`src/hw/riscv_dcache_pkg.sv`:
```
package riscv_dcache_pkg;

  ////////////////////////////////////////////////////////////////////////////
  // sizes
  ////////////////////////////////////////////////////////////////////////////

  localparam int DATA_WIDTH  = 128;                      // bits per line
  localparam int CPU_WIDTH   = 64;
  localparam int MEM_BYTES   = 1024;
  localparam int LINE_BYTES  = DATA_WIDTH / 8;           // 16
  localparam int CACHE_LINES = 4;

  localparam int ADDR_W      = $clog2(MEM_BYTES);        // 10 bits
  localparam int OFF_W       = $clog2(LINE_BYTES);       // 4 bits
  localparam int INDEX_W     = $clog2(CACHE_LINES);      // 2 bits
  localparam int TAG_W       = ADDR_W - OFF_W - INDEX_W; // 4 bits

  localparam int MEM_LINES   = MEM_BYTES / LINE_BYTES;   // 64
  localparam int MEM_WAIT    = 2;                        // ack hold-off cycles

  ////////////////////////////////////////////////////////////////////////////
  // types
  ////////////////////////////////////////////////////////////////////////////

  // store width, same encoding as the core's store_src
  typedef enum logic [1:0] {
    st_byte   = 2'b00,
    st_half   = 2'b01,
    st_word   = 2'b10,
    st_double = 2'b11
  } store_src_e;

  typedef logic [DATA_WIDTH-1:0] line_t;

  // tag field keeps the full line address, so a victim needs no index splice
  typedef struct packed {
    logic                       valid;
    logic                       dirty;
    logic [TAG_W+INDEX_W-1:0]   tag;
  } tag_entry_t;

  typedef struct packed {
    logic                   wren;
    logic                   rden;
    store_src_e             store_src;
    logic [ADDR_W-1:0]      addr;
    logic [CPU_WIDTH-1:0]   wdata;
  } cpu_req_t;

  // wishbone classic, one line per beat
  typedef struct packed {
    logic                       cyc;
    logic                       stb;
    logic                       we;
    logic [ADDR_W-OFF_W-1:0]    adr;   // line address
    line_t                      dat;
  } wb_m2s_t;

  typedef struct packed {
    logic   ack;
    line_t  dat;
  } wb_s2m_t;

  typedef struct packed {
    logic tag_we;
    logic set_dirty;
    logic data_we;
    logic fill_sel;     // line from memory
    logic victim_sel;   // memory address from stored tag
  } fsm_ctrl_t;

endpackage
```
`src/hw/riscv_dcache_datapath.sv`:
```
`timescale 1ns/10ps

module riscv_dcache_datapath (
  input  riscv_dcache_pkg::cpu_req_t                              i_cpu_req,
  input  riscv_dcache_pkg::fsm_ctrl_t                             i_ctrl,
  input  riscv_dcache_pkg::tag_entry_t                            i_tag_rd,
  input  riscv_dcache_pkg::line_t                                 i_line_rd,
  input  riscv_dcache_pkg::line_t                                 i_fill,
  output logic [riscv_dcache_pkg::INDEX_W-1:0]                    o_index,
  output riscv_dcache_pkg::tag_entry_t                            o_tag_wr,
  output riscv_dcache_pkg::line_t                                 o_line_wr,
  output logic                                                    o_hit,
  output logic                                                    o_dirty,
  output logic [riscv_dcache_pkg::ADDR_W-riscv_dcache_pkg::OFF_W-1:0] o_mem_adr,
  output riscv_dcache_pkg::line_t                                 o_victim,
  output logic [riscv_dcache_pkg::CPU_WIDTH-1:0]                  o_cpu_rdata
);

  import riscv_dcache_pkg::*;

  logic [TAG_W-1:0]       req_tag;
  logic [INDEX_W-1:0]     req_index;
  logic [OFF_W-1:0]       req_off;
  logic [TAG_W+INDEX_W-1:0] req_line;   // tag and index together

  logic [LINE_BYTES-1:0]  width_mask;
  logic [LINE_BYTES-1:0]  byte_mask;
  line_t                  bit_mask;
  line_t                  wdata_sh;
  line_t                  merged;

  ////////////////////////////////////////////////////////////////////////////
  // address split and hit
  ////////////////////////////////////////////////////////////////////////////

  assign {req_tag, req_index, req_off} = i_cpu_req.addr;
  assign req_line = {req_tag, req_index};
  assign o_index  = req_index;

  assign o_hit   = i_tag_rd.valid && (i_tag_rd.tag == req_line);
  assign o_dirty = i_tag_rd.valid && i_tag_rd.dirty;   // only a valid line needs writeback

  ////////////////////////////////////////////////////////////////////////////
  // store merge
  ////////////////////////////////////////////////////////////////////////////

  always_comb begin
    case (i_cpu_req.store_src)
      st_byte:   width_mask = LINE_BYTES'(16'h0001);
      st_half:   width_mask = LINE_BYTES'(16'h0003);
      st_word:   width_mask = LINE_BYTES'(16'h000f);
      default:   width_mask = LINE_BYTES'(16'h00ff);   // double
    endcase
    byte_mask = width_mask << req_off;
    for (int i = 0; i < LINE_BYTES; i++) begin
      bit_mask[i*8 +: 8] = {8{byte_mask[i]}};
    end
  end

  // aligned stores only, so the shifted data never wraps
  assign wdata_sh = {{(DATA_WIDTH-CPU_WIDTH){1'b0}}, i_cpu_req.wdata} << {req_off, 3'b000};
  assign merged   = (i_line_rd & ~bit_mask) | (wdata_sh & bit_mask);

  assign o_line_wr = i_ctrl.fill_sel ? i_fill : merged;

  ////////////////////////////////////////////////////////////////////////////
  // tag entry, memory side, load data
  ////////////////////////////////////////////////////////////////////////////

  always_comb begin
    o_tag_wr.valid = 1'b1;
    o_tag_wr.dirty = i_ctrl.set_dirty;
    // writeback keeps the old tag and just cleans it
    o_tag_wr.tag   = i_ctrl.victim_sel ? i_tag_rd.tag : req_line;
  end

  assign o_mem_adr = i_ctrl.victim_sel ? i_tag_rd.tag : req_line;
  assign o_victim  = i_line_rd;

  // addr[3] picks the half
  assign o_cpu_rdata = i_cpu_req.addr[3] ? i_line_rd[DATA_WIDTH-1:CPU_WIDTH]
                                         : i_line_rd[CPU_WIDTH-1:0];

endmodule

```
`config.mk`:
```
export PLATFORM = sky130hd
export DESIGN_NAME = riscv_dcache_datapath
export DESIGN_NICKNAME = d
export VERILOG_FILES = /design/src/hw/riscv_dcache_pkg.sv /design/src/hw/riscv_dcache_datapath.sv
export SDC_FILE = /design/constraint.sdc
export NUM_CORES = 1
export LEC_CHECK = 0
export BUFFER_PORTS_ARGS = -buffer_cell sky130_fd_sc_hd__buf_2
export CORE_AREA = 2 2 266 268
export DETAILED_ROUTE_END_ITERATION = 10
export DIE_AREA = 0 0 268 270
export PLACE_DENSITY = 0.37
export SYNTH_ARGS = -nofsm -noshare
export SYNTH_HDL_FRONTEND = slang
export SYNTH_SLANG_ARGS = --single-unit
```
`constraint.sdc`:
```
create_clock -name vclk -period 3.4
set_clock_uncertainty 0.2 [all_clocks]
set_input_delay 0.68 -clock vclk [all_inputs]
set_output_delay 0.68 -clock vclk [all_outputs]
set_load 0.1 [all_outputs]
```
# Word-level counts from Yosys, hierarchy flattened
# Cells that the tools add are included.
[totals]
elab_cells = 16
input_bits = 347
ff_bits = 0
output_inout_bits = 338
[op_classes]
n_reduce_logical = 3
shift = 2
n_eq_ne = 3
muxes = 4
bitwise_logic = 4
[ops]
columns = ["op", "n"]
rows = [
  ["bitwise AND 128 bit", 2],
  ["two-way mux 128 bit", 1],
  ["NOT 128 bit", 1],
  ["bitwise OR 128 bit", 1],
  ["<< shifter 64 x 7 -> 128 bit", 1],
  ["two-way mux 64 bit", 1],
  ["one-hot mux 8 bit (3 select lines)", 1],
  ["<< shifter 16 x 4 -> 16 bit", 1],
  ["equality test 6 bit", 1],
  ["two-way mux 6 bit", 1],
  ["equality test 2 x 1 -> 1 bit, second input constant", 1],
  ["equality test 2 bit, second input constant", 1],
  ["logical AND 1 bit", 2],
  ["logical NOT 2 bit", 1],
]

# Longest topological paths before layout
[logic_depth]
ltp_word = 7
ltp_mapped = 9
depth_no_buf = 5

# Worst setup path after synthesis
# No wires, ideal clock.
[synth_path]
kind = "input port to output port"
from = "input port i_cpu_req[74] in the netlist's numbering"
to = "output port o_line_wr[104]"
stages = 8
n_path_buf = 3
path_slack_ns = -1.542
arrival_ns = 4.062
t_required_ns = 2.520
cell_sequence = "buf_2 -> buf_4 -> o21ba_2 -> o211ai_1 -> and3_1 -> buf_2 -> nor2_2 -> a221oi_1"
[synth_via]
elab_chain_cells = 7
elab_cells_between_ends = 10
cone_classes = "eq/ne (2); shift (1); mux (2); bitwise (4); reduce/logical (1)"
[synth_rtl]
columns = ["element", "line", "text"]
rows = [
  ["start, declared", "riscv_dcache_datapath.sv:4", "input riscv_dcache_pkg::cpu_req_t i_cpu_req,"],
  ["equality test 2 bit, or another cell as far along", "riscv_dcache_datapath.sv:48", "case (i_cpu_req.store_src)"],
  ["one-hot mux 8 bit (3 select lines) (*)", "riscv_dcache_datapath.sv:48", ""],
  ["<< shifter 16 x 4 -> 16 bit (*)", "riscv_dcache_datapath.sv:54", "byte_mask = width_mask << req_off;"],
  ["NOT 128 bit", "riscv_dcache_datapath.sv:62", "assign merged = (i_line_rd & ~bit_mask) | (wdata_sh & bit_mask);"],
  ["bitwise AND 128 bit", "riscv_dcache_datapath.sv:62", ""],
  ["bitwise OR 128 bit (*)", "riscv_dcache_datapath.sv:62", ""],
  ["two-way mux 128 bit (*)", "riscv_dcache_datapath.sv:64", "assign o_line_wr = i_ctrl.fill_sel ? i_fill : merged;"],
  ["end, declared", "riscv_dcache_datapath.sv:11", "output riscv_dcache_pkg::line_t o_line_wr,"],
]
# Mark *: on every way between the ends. The rest lies on a longest branch, timed or not.

# Worst setup path after layout
[layout_path]
from = "input port i_cpu_req[65] in the netlist's numbering"
to = "output port o_line_wr[80]"
[layout_via]
elab_chain_cells = 5
elab_cells_between_ends = 7
cone_classes = "shift (2); mux (1); bitwise (4)"
[layout_rtl]
columns = ["element", "line"]
rows = [
  ["parallel branches: the longest is 3 deep, another holds << shifter 64 x 7 -> 128 bit", "n/a"],
  ["bitwise OR 128 bit (*)", "riscv_dcache_datapath.sv:62"],
  ["two-way mux 128 bit (*)", "riscv_dcache_datapath.sv:64"],
]
# Mark *: on every way between the ends.

==> reports/qor.csv <==
metric;value;unit
final slew viol count;0;
Worst Max-Slew Pin Slew;580;ps
global-route congestion overflow total;0;
maximum capacitance violations;0;
Hold Buf Count CTS;0;
arrival time worst endpoint;2570;ps
run status;finished, violations left;
routed len/inst;23.0;µm
aggregate routed wire length;65400;µm
synth unique cells;72;
area growth from synthesis to final layout;129;%
Min-Delay Startpoint;i_ctrl[3];
Area contributors post-synth;sky130_fd_sc_hd__mux2_2, sky130_fd_sc_hd__buf_4, sky130_fd_sc_hd__mux2i_1;
Storage cell area;0;µm²
cells after synthesis;1122;
endpoints failing hold;0;
die height;270;µm
met2 WL post-DR;34300;µm
top-level I/O count;685;
initial cell density of the core;0.118;
pin count of the biggest net entering global routing;35;
Max rail drop VDD;0.143;mV
worst setup slack after layout;-54.7;ps
FP Rows;97;
final RePlAce weighted congestion;0.882;
maximum fanout along the worst path;8;
relative max-transition margin;0.613;
GRT Resource Usage Total;0.170;
fraction of the yosys area taken by sequential cells;0;
fraction of post-synthesis cell area in the top cell type by area;0.151;
Final setup violation count;16;
share of post-route cells with drive strength above 1;0.773;
pre-CTS worst setup slack;-611;ps
number of antenna violations at the first check in global routing;29;
kind of path behind the tightest hold check;primary input to primary output;
endpoint of the worst hold path;o_tag_wr[6];
number of global-route vias before repair;12000;
global-route wire length before repair;88500;µm
most common cell in the netlist;sky130_fd_sc_hd__nand2_1;
top routing layer in use;met5;
Synth Area per Inst;7.30;µm²
Leak;0.00822;µW
final clock period utilization by the worst path;1.02;
DRC violations left;0;
floorplan core area;69500;µm²
detailed-routing iteration count for the pre-antenna-repair pass;5;
clk_buf instances;0;
IO buf count;678;
Routed met3 length;3340;µm
Met1 Routed Length;26400;µm
count of warnings emitted by yosys;0;
type of the worst setup path;primary input to primary output;
Syn Std Cell Area;8190;µm²
count of nets left with antenna violations after detail routing;0;
Worst Path Required;2520;ps
Final min period;3450;ps
utilization of the core after routing;0.270;
Die Outline Area;72400;µm²
most area-hungry cell type in the Yosys netlist;sky130_fd_sc_hd__mux2_2;
number of cells on the worst hold path;0;
ranking of synthesized cells by instance count;sky130_fd_sc_hd__nand2_1, sky130_fd_sc_hd__buf_4, sky130_fd_sc_hd__mux2_2;
Detailed Place HPWL;56500;µm
Max Fclk;289;MHz
horizontal die dimension;268;µm
1st-iter DRT viols;433;
Final #Nets;2234;
crit start category;primary input;
routed vias/inst;4.13;
Fin Hold WS;1160;ps
power density cells;295;nW/µm²
FF+latch count;0;
total via count in the routed design;11700;
Synthesized Nets;1469;
kind of end point of the critical path;primary output;
violated checks;setup timing;
setup repair after global routing missed its margin;true;
worst max-delay path by stage:
stage | startpoint | end | slack, ps
5_1_grt | i_cpu_req[64] | o_line_wr[87] | -80
3_3_place_gp | i_cpu_req[65] | o_line_wr[80] | -620
4_1_cts | i_cpu_req[64] | o_line_wr[108] | -70
6_report | i_cpu_req[65] | o_line_wr[80] | -50
3_5_place_dp | i_cpu_req[65] | o_line_wr[80] | -610
2_1_floorplan | i_cpu_req[66] | o_line_wr[77] | -110
cells by family (layout without fill, tap and decap cells):
kind of cell | count (synthesis) | in the layout | share of synthesized area
buffers and inverters | 268 | 1031 | 0.213
adders and majority gates | 1 | 1 | 0.00137
and+or+nand+nor | 340 | 340 | 0.198
muxes | 226 | 226 | 0.331
other | 1 | 13 | 0.000458
AOI/OAI and AO/OA | 280 | 280 | 0.250
xor gates and xnor gates | 6 | 6 | 0.00642
what timing repair did:
action                                  4_1_cts  5_1_grt
buffers inserted                             38       10
gates resized for setup                     218      122
pin swaps                                    52       49
endpoints found under the setup margin      106       87
gates cloned                                  8        3
placed cells by master (no fill, tap or decap), types with 12 or more instances in the layout:
cell / count
sky130_fd_sc_hd__nor2_1: 37
sky130_fd_sc_hd__nand2_1: 169
sky130_fd_sc_hd__nand2b_1: 16
sky130_fd_sc_hd__o21ai_4: 47
sky130_fd_sc_hd__a221oi_4: 26
sky130_fd_sc_hd__buf_6: 44
sky130_fd_sc_hd__inv_1: 23
sky130_fd_sc_hd__mux2_4: 20
sky130_fd_sc_hd__buf_12: 148
sky130_fd_sc_hd__a221oi_2: 12
sky130_fd_sc_hd__o21ai_1: 14
sky130_fd_sc_hd__buf_4: 246
sky130_fd_sc_hd__buf_2: 544
sky130_fd_sc_hd__o21ai_2: 42
sky130_fd_sc_hd__mux2i_2: 15
sky130_fd_sc_hd__mux2i_1: 50
sky130_fd_sc_hd__mux2_2: 98
sky130_fd_sc_hd__mux2i_4: 21
sky130_fd_sc_hd__o31ai_4: 28
sky130_fd_sc_hd__mux4_2: 22
sky130_fd_sc_hd__a22oi_2: 14
sky130_fd_sc_hd__diode_2: 12
sky130_fd_sc_hd__nor2b_1: 24
sky130_fd_sc_hd__nor3_1: 12
stage by stage:
step,cell area (µm²),setup TNS (ps),instances,total power (µW)
CTS,18100,-580,2818,5460
global placement,16700,-26000,2773,5190
detailed placement,16700,-26920,2773,5190
finish,18800,-302,2837,5540
global route,18800,-2030,2832,5730
floorplan,9710,-2830,1122,3520
layer usage:
metal,up-vias,GRT usage
met5,-,0
met4,22,0.0316
met3,71,0.0294
met2,440,0.321
met1,5638,0.198
li1,5534,-
layout make-up:
cell class	count	area (µm²)
multi-input cells	854	9020
inverters	29	116
fillers	7473	50700
well taps	940	1180
diodes	12	30.0
repair buffers	1002	8450
power by group:
part / switching, µW / leakage, µW / total [µW] / internal [µW]
combinational: 3710 / 0.00822 / 5540 / 1820
clock: 0 / 0.0000000761 / 0.000475 / 0.000475
sequential: 0 / 0 / 0 / 0
worst max-delay path, stage by stage:
cell and delay (ps):
sky130_fd_sc_hd__buf_12 120, sky130_fd_sc_hd__buf_12 140, sky130_fd_sc_hd__or3b_4 420, sky130_fd_sc_hd__nand4_4 130, sky130_fd_sc_hd__a2bb2oi_4 100, sky130_fd_sc_hd__buf_6 150
sky130_fd_sc_hd__a311oi_4 380, sky130_fd_sc_hd__buf_4 200, sky130_fd_sc_hd__o31ai_4 60, sky130_fd_sc_hd__buf_12 180
Power figures use the tool's default switching activity.
