**src/hw/riscv_dcache_line_ram.sv**
```systemverilog
`timescale 1ns/10ps

module riscv_dcache_line_ram #(
  parameter type entry_t = logic,
  parameter int  DEPTH   = 4
) (
  input  logic                      i_riscv_dcache_clk,
  input  logic                      i_rst_n,
  input  logic [$clog2(DEPTH)-1:0]  i_index,
  input  logic                      i_we,
  input  entry_t                    i_wdata,
  output entry_t                    o_rdata
);

  entry_t mem [DEPTH];

  // async read, the hit path needs it in the request cycle
  assign o_rdata = mem[i_index];

  always_ff @(posedge i_riscv_dcache_clk) begin
    if (!i_rst_n) begin
      for (int i = 0; i < DEPTH; i++) begin
        mem[i] <= '0;   // tag entries come up invalid
      end
    end else if (i_we) begin
      mem[i_index] <= i_wdata;
    end
  end

endmodule

```
**config.mk**
```make
export PLATFORM = sky130hd
export DESIGN_NAME = riscv_dcache_line_ram
export DESIGN_NICKNAME = d
export VERILOG_FILES = /design/src/hw/riscv_dcache_line_ram.sv
export SDC_FILE = /design/constraint.sdc
export NUM_CORES = 1
export LEC_CHECK = 0
export ABC_AREA = 1
export ABC_CLOCK_PERIOD_IN_PS = 880
export BUFFER_PORTS_ARGS = -buffer_cell sky130_fd_sc_hd__buf_2
export CORE_AREA = 2 2 39 41
export DETAILED_ROUTE_END_ITERATION = 16
export DIE_AREA = 0 0 41 43
export PLACE_DENSITY = 0.32
export SYNTH_ARGS = -nofsm -noshare
export SYNTH_HDL_FRONTEND = slang
export SYNTH_SLANG_ARGS = --single-unit
```
**constraint.sdc**
```tcl
create_clock -name i_riscv_dcache_clk -period 0.88 [get_ports i_riscv_dcache_clk]
set_input_delay 0.088 -clock i_riscv_dcache_clk [delete_from_list [all_inputs] [get_ports i_riscv_dcache_clk]]
set_output_delay 0.088 -clock i_riscv_dcache_clk [all_outputs]
set_load 0.005 [all_outputs]
```
After elaboration in Yosys (flattened, before gate mapping)
Memories as Yosys holds them, arrays and structs flattened.
Index checks and enable logic that the tools add are counted.
- multiplexer cells: 7
- reduce and logical (&&, ||, !) cells: 1
- operators with widths (cell ; number):
    $mux W1 ; 6
    $mux W2 ; 1
    $reduce_or A1 Y1 ; 1
- bits in registers: 0
- bits in writable memories: 4
- input port bits: 6
- output and inout bits: 1
- logic and storage cells: 9
- memories: 1
- memories (name ; depth ; width ; read ports ; clocked after Yosys merged registers in ; write ports ; line ; source):
    mem ; 4 ; 1 ; 1 ; 0 ; 4 ; 15 ; entry_t mem [DEPTH];

Depth between registers and ports, before layout
Gate-level depths: netlist of the first run.
- word-level depth: 5
- depth in mapped cells: 5
- mapped depth without buffers: 5

Least setup slack after synthesis of the first run
OpenSTA, ideal clock, no wires.
- kind: register -> output
- start: memory mem[3] (netlist name)
- end: output o_rdata
- data arrival time: 547 ps
- data required time: 792 ps
- slack: 245 ps
- stages on the path, launching flop included: 5
- path buffers: 0
- cells stage by stage: edfxtp_1 nand2_1 nand2_1 nand2_1 o21ai_1
- word-level cells in the longest chain between the ends: 1
- ends and longest elaborated chain (what ; line ; source):
    start: declaration ; 15 ;
    $mem_v2 Z4 W1 ; n/a ;
    end: declaration ; 12 ; output entry_t o_rdata
Every way passes these cells.

Worst setup path after layout of the first run
Same ends and word-level chain as after synthesis.

==> key figures, run 1 <==
Synth
  – YS warnings: 0
  – Synth Net Count: 42
  – Post-synthesis sequential area ratio: 38.10%
  – Mapped Cells: 36
  – Synth Register Bits: 4
  – Netlist area before placement: 236.5 um^2
  – Mean Syn Cell Area: 6.569 um^2
  – Post-synthesis cell type count: 13

Pwr
  – Worst vdd ir: 0.4847 mV
  – Net Sw Power: 122.9 uW
  – Clock share of power: 48.4%
  – Sw Share: 23.88%
  – Leak pwr: 0.1703 nW
  – Register share of total power: 38.9%
  – Int Power: 391.8 uW
  – PwrDens: 1645 mW/mm^2
  – Combinational power share: 12.7%

STA
  – Headroom to the max-slew limit: 88.59%
  – Worst Slack Setup Final: -0.1270 ns
  – Fmax achieved: 993.1 MHz
  – RSZ-0062 raised after global routing: yes
  – Worst Tran Pin Value: 0.1694 ns
  – Min cycle time layout: 1.007 ns
  – Final Hold Fails: 0
  – Slew Limit Fails: 0
  – Period utilisation layout: 114.4%
  – Final number of setup-violating endpoints: 1
  – Worst Skew: 0 ns

Clock network
  – Root buffer cell: clkbuf_4
  – Cts hold-fix bufs: 0
  – Clock buffers created by TritonCTS: 3
  – Cts repair resizes: 0
  – H-tree depth: 1
  – Clock transition at path regs: 0.04 ns
  – Clock tree sinks: 4
  – CTS Buffer Depth: 2
  – CTS tree: yes
  – Skew-Pair Late Insertion Delay: 0.23 ns

Cells and area
  – Top Registers: mem x4
  – Commonest non-fill, non-tap cell in the layout: nand2_1
  – Number of diodes: 0
  – Commonest cells after routing, fill and taps aside: 13 x nand2_1, 6 x buf_2, 5 x inv_1, 5 x nand3_1
  – Top reg by flops: mem
  – Fraction of layout cells with a size suffix above 1: 28.26%
  – Design area: 312.8 um^2
  – Non-Filler Instances: 62
  – Fillers: 166
  – Area Growth Syn to Fin: 32.28%
  – Fin nets: 53
  – FF/Latch Area: 90.09 um^2
  – Max FFs per register: 4
  – Multi-input combinational cell area: 123.9 um^2

Job
  – MaxCap Viol Count: 0

Floorplanning
  – I/O pins: 7
  – DIE HEIGHT: 43 um
  – Initial Util: 17.09%
  – Row count: 14
  – Core Area: 0.001384 mm^2
  – Die footprint: 0.001763 mm^2
  – Die width: 41 um

Run status
  – Status: finished with violations
  – Violated checks: negative setup slack

Global route
  – Gr ovfl total: 0
  – Grt peak-use layer: met4
  – GRT Util Overall: 7.916%
  – Largest net degree at the start of global routing: 7
  – Initial antenna violation count: 0
  – First-pass GRT wire length: 828 um
  – GRT met1 Usage: 9.265%
  – Vias in the first global route: 206
  – Met3 usage: 3.141%
  – M2 GR Usage: 9.063%

Place
  – Hpwl dp: 427.4 um
  – Final Wtd Congestion: 0.7055
  – Placed cell count: 58
  – Dpl ws: 0.1026 ns
  – IO buf count: 6
  – Placed Area: 286.5 um^2

Route
  – WL/cell: 8.823 um
  – Antenna Nets Post-Route: 0
  – Detailed-route via count: 252
  – Initial DRC count: 11
  – Detailed Routing Iterations Pass 1: 4
  – # DRC: 0
  – Via density: 4.065
  – Final wirelength: 547 um

Worst setup path
  – Worst setup EP type: output port
  – Worst EP required: 0.79 ns
  – Worst Setup Start Kind: register
  – CP arrival: 0.92 ns
  – Crit Path Category: register to output port
  – Worst-path maximum fanout: 1
  – R2R setup slack: 0.29 ns

Min path
  – Worst hold path class: input pin to register
-- kinds of logic (layout without fill, tap and decap cells) --
group	after synthesis	count (layout)	share of synthesized area, %
compound gates	2	2	4.229
flops	4	4	38.10
simple gates	24	24	48.15
buf+inv	6	16	9.523
-- critical path, cell delays in order, from the launching register on --
cell and delay, ns:
edfxtp_1 0.35, nand2_1 0.06, nand2_1 0.04, nand2_1 0.05
o21ai_1 0.05, buf_2 0.12
-- synth_stat cells --
cell / count / area, um^2
edfxtp_1: 1 / 30.03
nor2_1: 1 / 3.750
nand2_1: 13 / 48.80
nand2_2: 1 / 6.260
inv_1: 5 / 18.77
inv_2: 1 / 3.750
nor2_2: 1 / 6.260
nand3_1: 5 / 25.02
dfxtp_1: 3 / 60.06
nor2_4: 1 / 11.26
nand4_1: 2 / 12.51
o21ai_0: 1 / 5.000
o21ai_1: 1 / 5.000
-- worst paths after layout --
path	from	cells past startpoint	end
min	i_wdata	3	mem[0]$_DFF_P_
min reg2reg	mem[2]$_DFF_P_	2	mem[2]$_DFF_P_
max reg2reg	mem[1]$_DFF_P_	4	mem[1]$_DFF_P_
max	mem[3]$_DFFE_PP_	5	o_rdata
-- through the flow --
stage	hold WS [ns]	total power [mW]	util, %	setup TNS (ns)
floorplan	0.2225	0.2351	-	0
global placement	0.3656	0.2690	20.71	0
detailed placement	0.3675	0.2685	20.71	0
CTS	0.1229	0.5286	22.60	-0.1453
global route	0.1366	0.5420	22.60	-0.1727
finish	0.1221	0.5147	22.60	-0.1270
-- power by group through the flow --
stage	combinational [mW]	sequential, mW	clock [mW]
after floorplan	0.0325	0.203	0
after global placement	0.0658	0.203	0
after detailed placement	0.0651	0.203	0
after global routing	0.0730	0.201	0.268
after CTS	0.0650	0.200	0.263
final	0.0653	0.200	0.249
-- routing by layer --
layer | vias to the layer above | part of all wire [%]
li1 | 135 | -
met1 | 106 | 46
met2 | 9 | 43
met3 | 2 | 9.9
met4 | 0 | 0.73
met5 | - | 0
-- timing repair --
item,CTS,global route
setup buffers,0,0
hold endpoints to repair,0,0
endpoints found under the setup margin,1,1
pin swaps,2,0
-- layout make-up --
type	count	area share, %
clock buffers	4	8.400
inverters	6	7.200
multi-input cells	26	39.60
flip-flops and latches	4	28.80
well taps	16	6.400
repair buffers	6	9.600
No activity file was read; power rests on OpenSTA's default activity.
==> run 2, diff against run 1 <==
--- a/config.mk
+++ b/config.mk
@@ -12,6 +12,7 @@
 export DETAILED_ROUTE_END_ITERATION = 16
 export DIE_AREA = 0 0 41 43
 export PLACE_DENSITY = 0.32
+export RECOVER_POWER = 25
 export SYNTH_ARGS = -nofsm -noshare
 export SYNTH_HDL_FRONTEND = slang
 export SYNTH_SLANG_ARGS = --single-unit
==> run 2 against run 1 <==
The run still ends with negative setup slack left; routed wire length is the same; total power shrank 0.28%; sequential power about the same; clock-buffer cell count unchanged; combinational power is 2% lower; register-to-register slack hardly changed; design area down 0.80%; first-iteration DRC count unchanged; clock skew stayed put; via count shrank 0.40%; die area unchanged; worst hold slack barely moved; critical path type unchanged.
==> key figures, run 2 (same netlist as run 1, synthesis figures left out) <==
Global route
  – Vias in the first global route: 206
  – First-pass GRT wire length: 828 um
  – GRT Util Overall: 7.916%
  – Largest net degree at the start of global routing: 7
  – Gr ovfl total: 0
  – Initial antenna violation count: 0

Place
  – Placed cell count: 58
  – Hpwl dp: 427.4 um
  – Dpl ws: 0.1026 ns
  – IO buf count: 6
  – Final Wtd Congestion: 0.7055

STA
  – Slew Limit Fails: 0
  – Worst Slack Setup Final: -0.1269 ns
  – Final Hold Fails: 0
  – Worst Skew: 0 ns
  – Worst Tran Pin Value: 0.1694 ns
  – Hold WS: 0.1221 ns
  – Setup TNS: -0.1269 ns
  – Headroom to the max-slew limit: 88.59%
  – Fmax achieved: 993.1 MHz
  – Min cycle time layout: 1.007 ns
  – Period utilisation layout: 114.4%
  – Final number of setup-violating endpoints: 1
  – RSZ-0062 raised after global routing: yes

Worst setup path
  – Crit Path Category: register to output port
  – Worst EP required: 0.79 ns
  – Worst-path maximum fanout: 1
  – Worst Setup Start Kind: register
  – Worst setup EP type: output port
  – CP arrival: 0.92 ns

Min path
  – Worst hold path class: input pin to register

Clock network
  – CTS Buffer Depth: 2
  – H-tree depth: 1
  – Skew-Pair Late Insertion Delay: 0.23 ns
  – Cts hold-fix bufs: 0
  – Cts repair resizes: 0
  – Clock transition at path regs: 0.04 ns
  – CTS tree: yes
  – Root buffer cell: clkbuf_4
  – Clock tree sinks: 4
  – Clock buffers created by TritonCTS: 3

Pwr
  – Leak pwr: 0.1699 nW
  – Worst vdd ir: 0.4836 mV
  – PwrDens: 1654 mW/mm^2

Floorplanning
  – Die width: 41 um
  – I/O pins: 7
  – Initial Util: 17.09%
  – Row count: 14
  – DIE HEIGHT: 43 um
  – Die footprint: 0.001763 mm^2
  – Core Area: 0.001384 mm^2

Job
  – MaxCap Viol Count: 0

Route
  – Detailed-route via count: 251
  – Via density: 4.048
  – Final wirelength: 547 um
  – Detailed Routing Iterations Pass 1: 4
  – # DRC: 0
  – Initial DRC count: 11
  – WL/cell: 8.823 um
  – Antenna Nets Post-Route: 0

Cells and area
  – Non-Filler Instances: 62
  – Top reg by flops: mem
  – Fraction of layout cells with a size suffix above 1: 26.09%
  – Fin nets: 53
  – Fillers: 167
  – Top Registers: mem x4
  – FF/Latch Area: 90.09 um^2
  – Number of diodes: 0
  – Commonest cells after routing, fill and taps aside: 14 x nand2_1, 6 x buf_2, 5 x inv_1, 5 x nand3_1
  – Commonest non-fill, non-tap cell in the layout: nand2_1
  – Area Growth Syn to Fin: 31.22%
  – Core Util, Final: 22.42%
  – Max FFs per register: 4
  – Multi-input combinational cell area: 121.4 um^2

Run status
  – Status: finished with violations
  – Violated checks: negative setup slack
## run 2: metal layers
layer / vias to the layer above / track usage (%) / wire length, um
met4: 0 / 10.00 / 4
met3: 2 / 3.141 / 54
met1: 105 / 9.265 / 254
met2: 9 / 9.063 / 234
met5: - / 0 / 0
li1: 135 / - / -
## run 2: what timing repair did
item | 4_1_cts | 5_1_grt
endpoints found under the setup margin | 1 | 1
buffers inserted | 0 | 0
pin swaps | 2 | 0
## run 2: area by class of cell
type	instances	area share, %
Clock buffer	4	8.468
Multi-Input combinational cell	26	39.11
Inverter	6	7.258
Sequential cell	4	29.03
Timing Repair Buffer	6	9.677
Tap cell	16	6.452
## run 2: through the flow
step           instance area, um^2  total power [mW]
3_5_place_dp                 286.5            0.2685
5_1_grt                      310.3            0.5406
6_report                     310.3            0.5133
2_1_floorplan                236.5            0.2351
3_3_place_gp                 286.5            0.2690
4_1_cts                      312.8            0.5286
## run 2: report_power, final
group / leakage (nW) / switching (mW) / internal, mW
clock: 0.0150 / 0.0785 / 0.170
sequential: 0.0342 / 0.00278 / 0.198
combinational: 0.121 / 0.0407 / 0.0232
total: 0.170 / 0.122 / 0.391
## run 2: worst max-delay path: stages, from the launching register on
cell and delay, ns:
edfxtp_1 0.35, nand2_1 0.06, nand2_1 0.04, nand2_1 0.05, o21ai_1 0.05, buf_2 0.12
## run 2: worst paths after layout
path / slack, ns / depth (start not counted) / end / startpoint
setup / recovery: -0.13 / 5 / o_rdata / mem[3]$_DFFE_PP_
hold / removal: 0.12 / 3 / mem[0]$_DFF_P_ / i_wdata
setup reg to reg: 0.29 / 4 / mem[1]$_DFF_P_ / mem[1]$_DFF_P_
hold reg to reg: 0.48 / 2 / mem[2]$_DFF_P_ / mem[2]$_DFF_P_
==> run 3, diff against run 2 <==
--- a/config.mk
+++ b/config.mk
@@ -6,7 +6,7 @@
 export NUM_CORES = 1
 export LEC_CHECK = 0
 export ABC_AREA = 1
-export ABC_CLOCK_PERIOD_IN_PS = 880
+export ABC_CLOCK_PERIOD_IN_PS = 1200
 export BUFFER_PORTS_ARGS = -buffer_cell sky130_fd_sc_hd__buf_2
 export CORE_AREA = 2 2 39 41
 export DETAILED_ROUTE_END_ITERATION = 16
==> constraint.sdc (replaced) <==
create_clock -name i_riscv_dcache_clk -period 1.2 [get_ports i_riscv_dcache_clk]
set_input_delay 0.12 -clock i_riscv_dcache_clk [delete_from_list [all_inputs] [get_ports i_riscv_dcache_clk]]
set_output_delay 0.12 -clock i_riscv_dcache_clk [all_outputs]
set_load 0.005 [all_outputs]
==> run 3 against run 2 <==
The run now ends clean; total power is 26% lower; first-iteration DRC count is 36% lower; clock-buffer cell count stayed put; clock power is 24% lower; sequential share of layout area stayed put; critical endpoint unchanged; sequential cell count stayed put; core utilization stayed put; via count is 4.4% higher; sequential power is 27% lower; critical path type unchanged; global-route usage is 0.40 points higher.
==> key figures, run 3 (same netlist as run 1, synthesis figures left out) <==
Route
  – Antenna Nets Post-Route: 0
  – Via density: 4.226
  – DR WL met2: 233 um
  – Final wirelength: 560 um
  – Detailed-route via count: 262
  – Wire length on met3: 57 um
  – Met1 wire length: 258 um
  – Initial DRC count: 7
  – # DRC: 0
  – WL/cell: 9.032 um
  – Detailed Routing Iterations Pass 1: 4
  – Highest layer used for signal routing: met4

Floorplanning
  – Row count: 14
  – I/O pins: 7
  – Core Area: 0.001384 mm^2
  – Die footprint: 0.001763 mm^2
  – Die width: 41 um
  – Initial Util: 17.09%
  – DIE HEIGHT: 43 um

Cells and area
  – Commonest non-fill, non-tap cell in the layout: nand2_1
  – Non-Filler Instances: 62
  – Fraction of layout cells with a size suffix above 1: 26.09%
  – Number of diodes: 0
  – Top reg by flops: mem
  – Top Registers: mem x4
  – Area Growth Syn to Fin: 31.22%
  – Max FFs per register: 4
  – Design area: 310.3 um^2
  – Commonest cells after routing, fill and taps aside: 14 x nand2_1, 6 x buf_2, 5 x inv_1, 5 x nand3_1
  – Fin nets: 53
  – Core Util, Final: 22.42%

Worst setup path
  – Slowest stage cell on the critical path: edfxtp_1
  – Worst-path maximum fanout: 1
  – CP max stage delay: 0.35 ns
  – Crit-path cells: nand2_1, nand2_1, nand2_1, o21ai_1, buf_2
  – Worst setup EP type: output port
  – CP most frequent cell: nand2_1
  – R2R setup slack: 0.61 ns
  – Crit Path Category: register to output port
  – Reg2Reg Capture Point: mem[0]$_DFF_P_
  – R2R depth: 4
  – Worst EP required: 1.08 ns
  – Reg2reg start: mem[0]$_DFF_P_
  – CP arrival: 0.93 ns
  – Worst Setup Start Kind: register

STA
  – Final number of setup-violating endpoints: 0
  – RSZ-0062 raised after global routing: no
  – Worst Tran Pin Value: 0.1700 ns
  – Worst Skew: 0 ns
  – Period utilisation layout: 87.81%
  – Min cycle time layout: 1.054 ns
  – Slew Limit Fails: 0
  – Setup TNS: 0 ns
  – Hold WS: 0.1519 ns
  – Final Hold Fails: 0
  – Fmax achieved: 949.1 MHz
  – Headroom to the max-slew limit: 88.64%
  – Worst Slack Setup Final: 0.1463 ns

Run status
  – Status: complete, no violations

Clock network
  – Skew-Pair Late Insertion Delay: 0.24 ns
  – Root buffer cell: clkbuf_4
  – Cts hold-fix bufs: 0
  – Cts repair resizes: 0
  – CTS tree: yes
  – Clock buffers created by TritonCTS: 3
  – Postcts setup bufs: 0
  – Clock tree sinks: 4
  – CTS Buffer Depth: 2
  – Clock transition at path regs: 0.04 ns
  – H-tree depth: 1

Pwr
  – Power Total: 381.8 uW
  – Worst vdd ir: 0.3894 mV
  – PwrDens: 1230 mW/mm^2
  – Leak pwr: 0.1699 nW

Place
  – Placed Area: 286.5 um^2
  – Dpl ws: 0.3733 ns
  – Placed cell count: 58
  – IO buf count: 6
  – Final Wtd Congestion: 0.6614
  – Hpwl dp: 419 um

Min path
  – Worst hold path class: input pin to register
  – Hold Path Cell Cnt: 3
  – Hold EP: mem[0]$_DFF_P_
  – HP Start: i_wdata

Global route
  – GRT Util Overall: 8.317%
  – Largest net degree at the start of global routing: 7
  – First-pass GRT wire length: 945 um
  – Initial antenna violation count: 0
  – Gr ovfl total: 0
  – Vias in the first global route: 232

Job
  – MaxCap Viol Count: 0
[run 3: per-layer routing]
layer	global-route usage, %	vias up
li1	-	135
met1	10.22	113
met3	3.141	2
met5	0	-
met4	8.000	0
met2	10.31	12
[run 3: where the power goes]
part	leakage [nW]	total [mW]	internal, mW	switching [mW]
Clock	0.0150	0.188	0.125	0.0628
Sequential	0.0342	0.147	0.145	0.00213
Combinational	0.121	0.0467	0.0172	0.0295
[run 3: layout make-up]
cell class              instances  area, um^2
multi-input cells              26       121.4
flip-flops and latches          4       90.09
fillers                       163        1074
inverters                       6       22.52
well taps                      16       20.02
repair buffers                  6       30.03
clock buffers                   4       26.28
[run 3: how the worst max path moves through the flow]
stage                                 from  endpoint  slack (ns)  depth (start not counted)
after floorplan           mem[3]$_DFFE_PP_   o_rdata        0.53                          4
after global placement          i_index[0]   o_rdata        0.36                          7
after detailed placement        i_index[0]   o_rdata        0.37                          7
after CTS                 mem[3]$_DFFE_PP_   o_rdata        0.13                          5
after global routing      mem[3]$_DFFE_PP_   o_rdata        0.07                          5
final                     mem[3]$_DFFE_PP_   o_rdata        0.15                          5
[run 3: critical path: cells and delay by family (launching register included)]
family / cells / cell delay [ns]
compound gates: 1 / 0.05
flops: 1 / 0.35
buf+inv: 1 / 0.12
simple gates: 3 / 0.17
