## src/hw/riscv_dcache_pkg.sv

```systemverilog
package riscv_dcache_pkg;

  ////////////////////////////////////////////////////////////////////////////
  // sizes
  ////////////////////////////////////////////////////////////////////////////

  localparam int DATA_WIDTH  = 128;                      // bits per line
  localparam int CPU_WIDTH   = 64;
  localparam int MEM_BYTES   = 1024;
  localparam int LINE_BYTES  = DATA_WIDTH / 8;           // 16
  localparam int CACHE_LINES = 4;

  localparam int ADDR_W      = $clog2(MEM_BYTES);        // 10 bits
  localparam int OFF_W       = $clog2(LINE_BYTES);       // 4 bits
  localparam int INDEX_W     = $clog2(CACHE_LINES);      // 2 bits
  localparam int TAG_W       = ADDR_W - OFF_W - INDEX_W; // 4 bits

  localparam int MEM_LINES   = MEM_BYTES / LINE_BYTES;   // 64
  localparam int MEM_WAIT    = 2;                        // ack hold-off cycles

  ////////////////////////////////////////////////////////////////////////////
  // types
  ////////////////////////////////////////////////////////////////////////////

  // store width, same encoding as the core's store_src
  typedef enum logic [1:0] {
    st_byte   = 2'b00,
    st_half   = 2'b01,
    st_word   = 2'b10,
    st_double = 2'b11
  } store_src_e;

  typedef logic [DATA_WIDTH-1:0] line_t;

  // tag field keeps the full line address, so a victim needs no index splice
  typedef struct packed {
    logic                       valid;
    logic                       dirty;
    logic [TAG_W+INDEX_W-1:0]   tag;
  } tag_entry_t;

  typedef struct packed {
    logic                   wren;
    logic                   rden;
    store_src_e             store_src;
    logic [ADDR_W-1:0]      addr;
    logic [CPU_WIDTH-1:0]   wdata;
  } cpu_req_t;

  // wishbone classic, one line per beat
  typedef struct packed {
    logic                       cyc;
    logic                       stb;
    logic                       we;
    logic [ADDR_W-OFF_W-1:0]    adr;   // line address
    line_t                      dat;
  } wb_m2s_t;

  typedef struct packed {
    logic   ack;
    line_t  dat;
  } wb_s2m_t;

  typedef struct packed {
    logic tag_we;
    logic set_dirty;
    logic data_we;
    logic fill_sel;     // line from memory
    logic victim_sel;   // memory address from stored tag
  } fsm_ctrl_t;

endpackage
```

## src/hw/riscv_dcache_fsm.sv

```systemverilog
`timescale 1ns/10ps

module riscv_dcache_fsm (
  input  logic                                                        i_riscv_dcache_clk,
  input  logic                                                        i_rst_n,
  input  riscv_dcache_pkg::cpu_req_t                                  i_cpu_req,
  input  logic                                                        i_hit,
  input  logic                                                        i_dirty,
  input  logic [riscv_dcache_pkg::ADDR_W-riscv_dcache_pkg::OFF_W-1:0] i_mem_adr,
  input  riscv_dcache_pkg::line_t                                     i_victim,
  input  riscv_dcache_pkg::wb_s2m_t                                   i_wb,
  output riscv_dcache_pkg::wb_m2s_t                                   o_wb,
  output riscv_dcache_pkg::fsm_ctrl_t                                 o_ctrl,
  output logic                                                        o_cpu_stall
);

  import riscv_dcache_pkg::*;

  typedef enum logic [1:0] {
    S_IDLE      = 2'b00,
    S_WRITEBACK = 2'b01,
    S_REFILL    = 2'b10
  } state_e;

  state_e state;
  state_e state_nxt;
  logic   req;

  assign req = i_cpu_req.wren || i_cpu_req.rden;

  ////////////////////////////////////////////////////////////////////////////
  // state register
  ////////////////////////////////////////////////////////////////////////////

  always_ff @(posedge i_riscv_dcache_clk) begin
    if (!i_rst_n) begin
      state <= S_IDLE;
    end else begin
      state <= state_nxt;
    end
  end

  ////////////////////////////////////////////////////////////////////////////
  // next state and outputs
  ////////////////////////////////////////////////////////////////////////////

  always_comb begin
    state_nxt   = state;
    o_ctrl      = '0;
    o_cpu_stall = 1'b0;

    // bus lines follow the datapath, they hold while the request holds
    o_wb.cyc = 1'b0;
    o_wb.stb = 1'b0;
    o_wb.we  = 1'b0;
    o_wb.adr = i_mem_adr;
    o_wb.dat = i_victim;

    case (state)
      S_IDLE: begin
        if (req && i_hit) begin
          if (i_cpu_req.wren) begin
            // store hit, merge into the line and mark dirty
            o_ctrl.data_we   = 1'b1;
            o_ctrl.tag_we    = 1'b1;
            o_ctrl.set_dirty = 1'b1;
          end
        end else if (req) begin
          o_cpu_stall = 1'b1;
          state_nxt   = i_dirty ? S_WRITEBACK : S_REFILL;
        end
      end

      S_WRITEBACK: begin
        o_cpu_stall       = 1'b1;
        o_ctrl.victim_sel = 1'b1;   // address from the stored tag
        o_wb.cyc          = 1'b1;
        o_wb.stb          = 1'b1;
        o_wb.we           = 1'b1;
        if (i_wb.ack) begin
          // victim now clean, idle sees a clean miss next
          o_ctrl.tag_we    = 1'b1;
          o_ctrl.set_dirty = 1'b0;
          state_nxt        = S_IDLE;
        end
      end

      S_REFILL: begin
        o_cpu_stall = 1'b1;
        o_wb.cyc    = 1'b1;
        o_wb.stb    = 1'b1;
        if (i_wb.ack) begin
          o_ctrl.fill_sel  = 1'b1;
          o_ctrl.data_we   = 1'b1;
          o_ctrl.tag_we    = 1'b1;
          o_ctrl.set_dirty = 1'b0;   // fresh line is clean
          state_nxt        = S_IDLE;
        end
      end

      default: begin
        state_nxt = S_IDLE;
      end
    endcase
  end

endmodule

```

## config.mk

```make
export PLATFORM = sky130hd
export DESIGN_NAME = riscv_dcache_fsm
export DESIGN_NICKNAME = d
export VERILOG_FILES = /design/src/hw/riscv_dcache_pkg.sv /design/src/hw/riscv_dcache_fsm.sv
export SDC_FILE = /design/constraint.sdc
export NUM_CORES = 1
export LEC_CHECK = 0
export CAP_MARGIN = 5
export CORE_AREA = 2 2 190 192
export DETAILED_ROUTE_END_ITERATION = 16
export DIE_AREA = 0 0 192 194
export DONT_BUFFER_PORTS = 1
export GPL_ROUTABILITY_DRIVEN = 0
export PLACE_DENSITY = 0.3
export SETUP_SLACK_MARGIN = 0.05
export SYNTH_ARGS = -nofsm -noshare
export SYNTH_HDL_FRONTEND = slang
export SYNTH_SLANG_ARGS = --single-unit
export TNS_END_PERCENT = 50
```

## constraint.sdc

```tcl
create_clock -name i_riscv_dcache_clk -period 2.5 [get_ports i_riscv_dcache_clk]
set_clock_uncertainty 0.15 [all_clocks]
set_input_delay 0.375 -clock i_riscv_dcache_clk [delete_from_list [all_inputs] [get_ports i_riscv_dcache_clk]]
set_output_delay 0.375 -clock i_riscv_dcache_clk [all_outputs]
set_load 0.005 [all_outputs]
```

==> Word-level counts from Yosys, hierarchy flattened <==
Index checks and enable logic that the tools add are counted.
{ "word_totals": {"regBits": 2} }
{ "classes": {"n_reduce_logical": 5, "n_mux": 17, "n_eq_ne": 5} }
{ "op_table": {"columns": ["operator", "count"], "rows": [
  ["$mux 2", 6],
  ["$mux 3", 2],
  ["$pmux 2 s3", 1],
  ["$mux 1", 4],
  ["$mux 4", 1],
  ["$ne 2x2->1 const B", 2],
  ["$pmux 1 s2", 2],
  ["$pmux 2 s2", 1],
  ["$reduce_and 3->1", 1],
  ["$eq 2x1->1 const B", 1],
  ["$eq 2x2->1 const B", 1],
  ["$logic_not 2->1", 1],
  ["$ne 2x1->1 const B", 1],
  ["$reduce_or 2->1", 1],
  ["$logic_and 1x1->1", 1],
  ["$logic_or 1x1->1", 1]
]} }

==> Logic depth before layout (Yosys ltp) <==
Gate-level depths: netlist (run 1).
{ "depth": {"depth_word": 4, "mapped_depth": 5} }

==> Least setup slack after synthesis (run 1) <==
OpenSTA, ideal clock, no wires.
{ "synth_timing": {"path_kind": "reg2out", "start": "register state[0]", "end": "output o_ctrl[4] in the netlist's numbering", "required_ns": 1.975, "t_arrival_ns": 0.981, "stages_incl_launch_ff": 5, "path_slack_ns": 0.994, "path_cell_list": "dfxtp_1 -> inv_1 -> ha_1 -> nand2_1 -> a21oi_1"} }
{ "synth_lines": {"columns": ["element", "line", "text"], "rows": [
  ["start, declared", "riscv_dcache_fsm.sv:25", "state_e state;"],
  ["start signal, assigned", "riscv_dcache_fsm.sv:39", "state <= state_nxt;"],
  ["end, declared", "riscv_dcache_fsm.sv:13", "output riscv_dcache_pkg::fsm_ctrl_t o_ctrl,"]
]} }

==> results of run 1 <==
## worst register-to-register path, cell delays in order, from the launching register on
cell and delay [ns]:
sky130_fd_sc_hd__dfxtp_1 0.35, sky130_fd_sc_hd__inv_1 0.10, sky130_fd_sc_hd__ha_1 0.31, sky130_fd_sc_hd__buf_4 0.18, sky130_fd_sc_hd__nand2b_1 0.09, sky130_fd_sc_hd__nand3_1 0.14, sky130_fd_sc_hd__o32ai_2 0.21
## metal layers
metal	up-vias	routed length, um	GRT usage [%]
li1	95	-	-
met1	106	373	0.557
met2	117	2590	4.59
met3	64	3510	8.36
met4	0	764	3.82
met5	-	0	0
## report_power, final
part / leakage [nW] / switching, mW / internal, mW
Combinational: 0.0952 / 0.0304 / 0.0173
Clock: 0.0370 / 0.0347 / 0.203
Sequential: 0.0164 / 0.00242 / 0.0345
Total: 0.149 / 0.0675 / 0.255
## cell usage in the layout, fill, tap and decap left out, types with 2 or more instances in the layout
cell	netlist	layout
sky130_fd_sc_hd__inv_1	5	5
sky130_fd_sc_hd__ha_1	4	4
sky130_fd_sc_hd__nand2_1	3	3
sky130_fd_sc_hd__clkbuf_16	0	3
sky130_fd_sc_hd__nand3_1	2	2
sky130_fd_sc_hd__nand2b_1	2	2
sky130_fd_sc_hd__a21oi_1	2	2
sky130_fd_sc_hd__o32ai_2	2	2
sky130_fd_sc_hd__dfxtp_1	2	2
## kinds of logic (layout without fill, tap and decap cells)
logic type               Yosys count  after routing  share of synthesized area (%)
AO/OA/AOI/OAI                      6              6                           4.87
adder cells (fa/ha/maj)            4              4                           4.06
buffers and inverters            141              9                           84.3
flip-flops                         2              2                           3.25
AND/OR/NAND/NOR                    9              9                           3.55
## layout make-up
| cell class | instances | area, um^2 | area share, % |
|---|---|---|---|
| Tap cell | 461 | 577 | 66.1 |
| Multi-Input combinational cell | 19 | 154 | 17.6 |
| Clock buffer | 3 | 75.1 | 8.61 |
| Sequential cell | 2 | 40.0 | 4.59 |
| Inverter | 5 | 18.8 | 2.15 |
| Timing Repair Buffer | 1 | 7.51 | 0.861 |
## stage by stage
step | utilization (%) | worst slack [ns] | cells
after floorplan | - | 0.994 | 162
after global routing | 2.48 | 0.441 | 491
after CTS | 2.48 | 0.522 | 491
after detailed placement | 2.26 | 0.756 | 488
after global placement | 2.26 | 0.751 | 488
final | 2.48 | 0.592 | 491
## worst max-delay path by stage
| stage | start | endpoint | cells after the start |
|---|---|---|---|
| after detailed placement | state[1] | o_cpu_stall | 4 |
| after global routing | state[1] | o_ctrl[4] | 5 |
| after floorplan | state[0] | o_ctrl[4] | 4 |
| after global placement | state[0] | o_cpu_stall | 4 |
| final | state[1] | o_ctrl[4] | 5 |
| after CTS | state[1] | o_cpu_stall | 4 |
==> summary.txt, run 1 <==
Synth
  – Number of flops mapped to enable cells by yosys: 0
  – Avg Inst Size Synth: 7.62 um^2
  – Instance count of the mapped netlist: 162
  – Top flip-flop cell by instance count after synthesis: sky130_fd_sc_hd__dfxtp_1
  – Share of Yosys cell area claimed by the top area cell type: 82.8%
  – Yosys synthesis warning count: 0
  – Number of synthesized register bits: 2
  – FFs w/ async S/R, synth: 0%
  – Synth top cells by count: 136 x sky130_fd_sc_hd__buf_4, 5 x sky130_fd_sc_hd__inv_1, 4 x sky130_fd_sc_hd__ha_1
  – Largest cells by area after synthesis: sky130_fd_sc_hd__buf_4 83%, sky130_fd_sc_hd__ha_1 4.1%, sky130_fd_sc_hd__dfxtp_1 3.2%, sky130_fd_sc_hd__o32ai_2 2.6%, sky130_fd_sc_hd__inv_1 1.5%
  – Post-synthesis sequential area ratio: 3.25%
  – Most repeated cell in the gate-level netlist after synthesis: sky130_fd_sc_hd__buf_4
  – Cell type with the largest total area after synthesis: sky130_fd_sc_hd__buf_4
  – Combined area of all synthesized cells: 0.00123 mm^2
  – Synthesized net count: 511
  – Number of distinct library cell variants in the gate-level netlist after synthesis: 13

Power
  – P per Cell Area: 370 mW/mm^2
  – VDD IR-drop max: 0.138 mV
  – Leak Pwr: 0.149 nW
  – Total design power: 323 uW

Clock tree
  – Post-CTS setup repair buffer count: 0
  – TritonCTS clock tree: done
  – TritonCTS Buffers: 3
  – Root buf cell: sky130_fd_sc_hd__clkbuf_16
  – Bufs on Longest Clock Path: 2
  – Resized Gates After CTS: 0
  – Clock slew seen by the registers of the worst setup and hold paths: 0.03 ns
  – Latest clock arrival within the worst-skew pair: 0.22 ns
  – Sink count of the clock tree: 2
  – Number of buffers inserted by hold repair at cts: 0
  – Maximum level of the CTS H-tree: 1

Timing
  – Max transition margin: 70.1%
  – Tightest Pin Transition: 0.447 ns
  – Worst hold-check slack: 0.127 ns
  – Share of the clock period used by the worst path: 76.3%
  – Final critical path time including I/O delays and setup: 1.91 ns
  – Sum of negative setup slack: 0 ns
  – Setup violations, final: 0
  – Unrepaired setup endpoints after global routing: no
  – Maximum clock frequency: 524 MHz
  – Final Hold Viols: 0
  – Pins over their slew limit: 0

Hold path
  – Classification of the worst-slack hold path: primary input to flop
  – Startpoint of the lowest-slack hold path: i_dirty
  – Hold Path End: state[1]
  – Hold depth: 1

Critical path
  – CP required: 1.98 ns
  – Slack of the worst reg-to-reg path: 0.89 ns
  – Launch point of the worst reg-to-reg path: state[0]
  – Critical path buffers and inverters: 2
  – Setup Crit Path Kind: flop to output port
  – R2R depth: 6
  – Crit. End Element: output port
  – Crit path DAT: 1.38 ns
  – Biggest fanout along the worst timing path: 4
  – Cell-by-cell listing of the critical path: inv_1 -> ha_1 -> buf_4 -> nand2_1 -> a21oi_1
  – Worst stage delay on the critical path: 0.38 ns
  – Capturing point of the worst reg2reg path: state[1]
  – Category of the worst setup path launch point: flop
  – Category of cells accounting for the largest share of critical-path delay: flip-flops
  – Crit-path slowest cell: sky130_fd_sc_hd__dfxtp_1

Global routing
  – Overall routing resource usage: 3.75%
  – Number of global-route vias before repair: 430
  – Initial antenna violation count: 0
  – Maximum number of pins on one net before global-route repair: 5
  – Residual overflow from global routing: 0
  – Global-route wire length before repair: 8050 um

Final layout
  – Final non-filler cell area: 872 um^2
  – Layout overhead on the synthesized area: -29.3%
  – Register with the highest flop count: state
  – Registers with the most flip-flops: state (2)
  – Layout cell share with drive strength beyond 1: 23.3%
  – Number of flip-flops in the largest register: 2
  – Filler cell count in the final layout: 4241
  – Ant diodes: 0
  – Layout net count: 381

Route
  – Count of unresolved DRC violations after routing: 0
  – Detailed-router iteration count before antenna repair: 4
  – Aggregate routed wire length: 7240 um
  – Average vias per placed instance: 0.778
  – Number of DRC violations after detailed-routing iteration 0: 8
  – Routed wire length per instance: 14.7 um
  – ANT nets after route: 0
  – Total via count after detailed routing: 382

Floorplanning
  – Initial Util: 3.50%
  – Die Area: 0.0372 mm^2
  – Die width: 192 um
  – Count of boundary I/O pins: 488
  – Die height: 194 um
  – Floorplan Core Area: 0.0352 mm^2
  – Number of rows created at floorplan: 69

Placed design
  – Instance area after placement: 797 um^2
  – Port Buffer Count: 0

Job
  – Maximum capacitance violations: 0

Status
  – Status: complete, no violations
(Power assumes the default switching activity.)
==> run 2, diff against run 1 <==
Clock period 2.5 ns to 1.6 ns, I/O delays scaled along.
==> summary.txt, run 2 (synthesis results as in run 1) <==
Route
  – Routed wire length per instance: 14.8 um (was 14.7 um)
  – Total via count after detailed routing: 430 (was 382)
  – Detailed-router iteration count before antenna repair: 4 (unchanged)
  – ANT nets after route: 0 (unchanged)
  – Count of unresolved DRC violations after routing: 0 (unchanged)
  – Average vias per placed instance: 0.862 (was 0.778)
  – Aggregate routed wire length: 7390 um (was 7240 um)
  – Number of DRC violations after detailed-routing iteration 0: 11 (was 8)

Final layout
  – End-of-flow core utilization: 2.87% (was 2.48%)
  – Layout net count: 389 (was 381)
  – Most common cell after layout, fill and taps aside: sky130_fd_sc_hd__buf_4 (was sky130_fd_sc_hd__inv_1)
  – Register with the highest flop count: state (unchanged)
  – Filler cell count in the final layout: 4233 (was 4241)
  – Non-filler instance count after layout: 499 (was 491)
  – Layout cell share with drive strength beyond 1: 73.7% (was 23.3%)
  – Layout overhead on the synthesized area: -18.2% (was -29.3%)
  – Top library cells by usage in the layout, fill and taps aside: 6 x sky130_fd_sc_hd__buf_4, 3 x sky130_fd_sc_hd__inv_1, 3 x sky130_fd_sc_hd__clkbuf_16 (was 5 x sky130_fd_sc_hd__inv_1, 4 x sky130_fd_sc_hd__ha_1, 3 x sky130_fd_sc_hd__nand2_1, 3 x sky130_fd_sc_hd__clkbuf_16)
  – Ant diodes: 0 (unchanged)
  – Registers with the most flip-flops: state (2) (unchanged)
  – Number of flip-flops in the largest register: 2 (unchanged)

Power
  – VDD IR-drop max: 0.258 mV (was 0.138 mV)
  – P per Cell Area: 566 mW/mm^2 (was 370 mW/mm^2)
  – Leak Pwr: 0.204 nW (was 0.149 nW)

Floorplanning
  – Die width: 192 um (unchanged)
  – Die height: 194 um (unchanged)
  – Number of rows created at floorplan: 69 (unchanged)
  – Count of boundary I/O pins: 488 (unchanged)
  – Initial Util: 3.50% (unchanged)
  – Die Area: 0.0372 mm^2 (unchanged)
  – Floorplan Core Area: 0.0352 mm^2 (unchanged)

Timing
  – Setup violations, final: 0 (unchanged)
  – Max transition margin: 87.1% (was 70.1%)
  – Unrepaired setup endpoints after global routing: yes (was no)
  – Sum of negative setup slack: 0 ns (unchanged)
  – Maximum clock frequency: 648 MHz
  – Final critical path time including I/O delays and setup: 1.54 ns
  – Tightest Pin Transition: 0.193 ns (was 0.447 ns)
  – Share of the clock period used by the worst path: 96.5%
  – Final worst setup slack: 0.0562 ns (was 0.592 ns)
  – Pins over their slew limit: 0 (unchanged)
  – Final Hold Viols: 0 (unchanged)
  – Worst hold-check slack: 0.0421 ns (was 0.127 ns)

Critical path
  – Biggest fanout along the worst timing path: 2 (was 4)
  – Category of the worst setup path launch point: flop (unchanged)
  – CP required: 1.21 ns (was 1.98 ns)
  – Crit. End Element: output port (unchanged)
  – Crit path DAT: 1.15 ns (was 1.38 ns)
  – Setup Crit Path Kind: flop to output port (unchanged)

Global routing
  – Number of global-route vias before repair: 474 (was 430)
  – Initial antenna violation count: 0 (unchanged)
  – Residual overflow from global routing: 0 (unchanged)
  – Global-route wire length before repair: 8310 um (was 8050 um)
  – Maximum number of pins on one net before global-route repair: 5 (unchanged)
  – Overall routing resource usage: 3.84% (was 3.75%)

Clock tree
  – Clock slew seen by the registers of the worst setup and hold paths: 0.03 ns (about the same)
  – Maximum level of the CTS H-tree: 1 (unchanged)
  – Sink count of the clock tree: 2 (unchanged)
  – Latest clock arrival within the worst-skew pair: 0.22 ns (about the same)
  – Bufs on Longest Clock Path: 2 (unchanged)
  – TritonCTS Buffers: 3 (unchanged)
  – TritonCTS clock tree: done (unchanged)
  – Root buf cell: sky130_fd_sc_hd__clkbuf_16 (unchanged)

Hold path
  – Classification of the worst-slack hold path: primary input to flop (unchanged)

Placed design
  – Post-place setup slack: 0.0482 ns (was 0.756 ns)
  – Estimated wirelength of the detail-placed design: 6880 um
  – Number of instances in the placed design: 495 (was 488)
  – Port Buffer Count: 0 (unchanged)

Job
  – Maximum capacitance violations: 0 (unchanged)

Status
  – Status: complete, no violations (unchanged)
[run 2: worst paths after layout]
kind                 start          end  slack [ns]  cells after the start
setup reg to reg  state[0]     state[1]        0.17                      6
hold / removal     i_dirty     state[0]        0.04                      2
hold reg to reg   state[1]     state[1]        0.49                      3
setup / recovery  state[0]  o_cpu_stall        0.06                      5
[run 2: worst max-delay path: stages (launching register included)]
cell	delay, ns
sky130_fd_sc_hd__dfxtp_2	0.32
sky130_fd_sc_hd__inv_2	0.05
sky130_fd_sc_hd__ha_4	0.24
sky130_fd_sc_hd__a21oi_2	0.15
sky130_fd_sc_hd__nor2_4	0.06
sky130_fd_sc_hd__buf_6	0.12
[run 2: layout make-up]
cell class / instances / area [um^2] / share of cell area (%)
clock buffers: 3 / 75.1 / 7.43
repair buffers: 9 / 77.6 / 7.68
inverters: 5 / 18.8 / 1.86
flip-flops and latches: 2 / 42.5 / 4.21
well taps: 461 / 577 / 57.1
multi-input cells: 19 / 219 / 21.7
[run 2: routing by layer]
layer / track usage (%) / wire (um) / vias up
met3: 8.43 / 3520 / 64
met4: 3.82 / 768 / 0
met1: 0.634 / 431 / 135
met2: 4.77 / 2660 / 119
li1: - / - / 112
met5: 0 / 0 / -
[run 2: what timing repair did]
item	4_1_cts	5_1_grt
endpoints found under the hold margin	1	0
gates resized for setup	16	3
gates cloned	0	0
setup endpoints to repair	5	5
buffers inserted	0	0
hold buffers	1	0
pin swaps	4	4
[run 2: per-stage QoR]
step                power, mW  cell area, um^2
CTS                     0.585              998
finish                  0.572             1010
global placement        0.168              850
global route            0.616             1010
detailed placement      0.168              850
floorplan               0.386             1230
[run 2: power by group]
part	internal (mW)	leakage [nW]	switching [mW]	total (mW)
sequential	0.0547	0.0172	0.00233	0.0570
clock	0.318	0.0370	0.0559	0.374
combinational	0.0713	0.150	0.0694	0.141
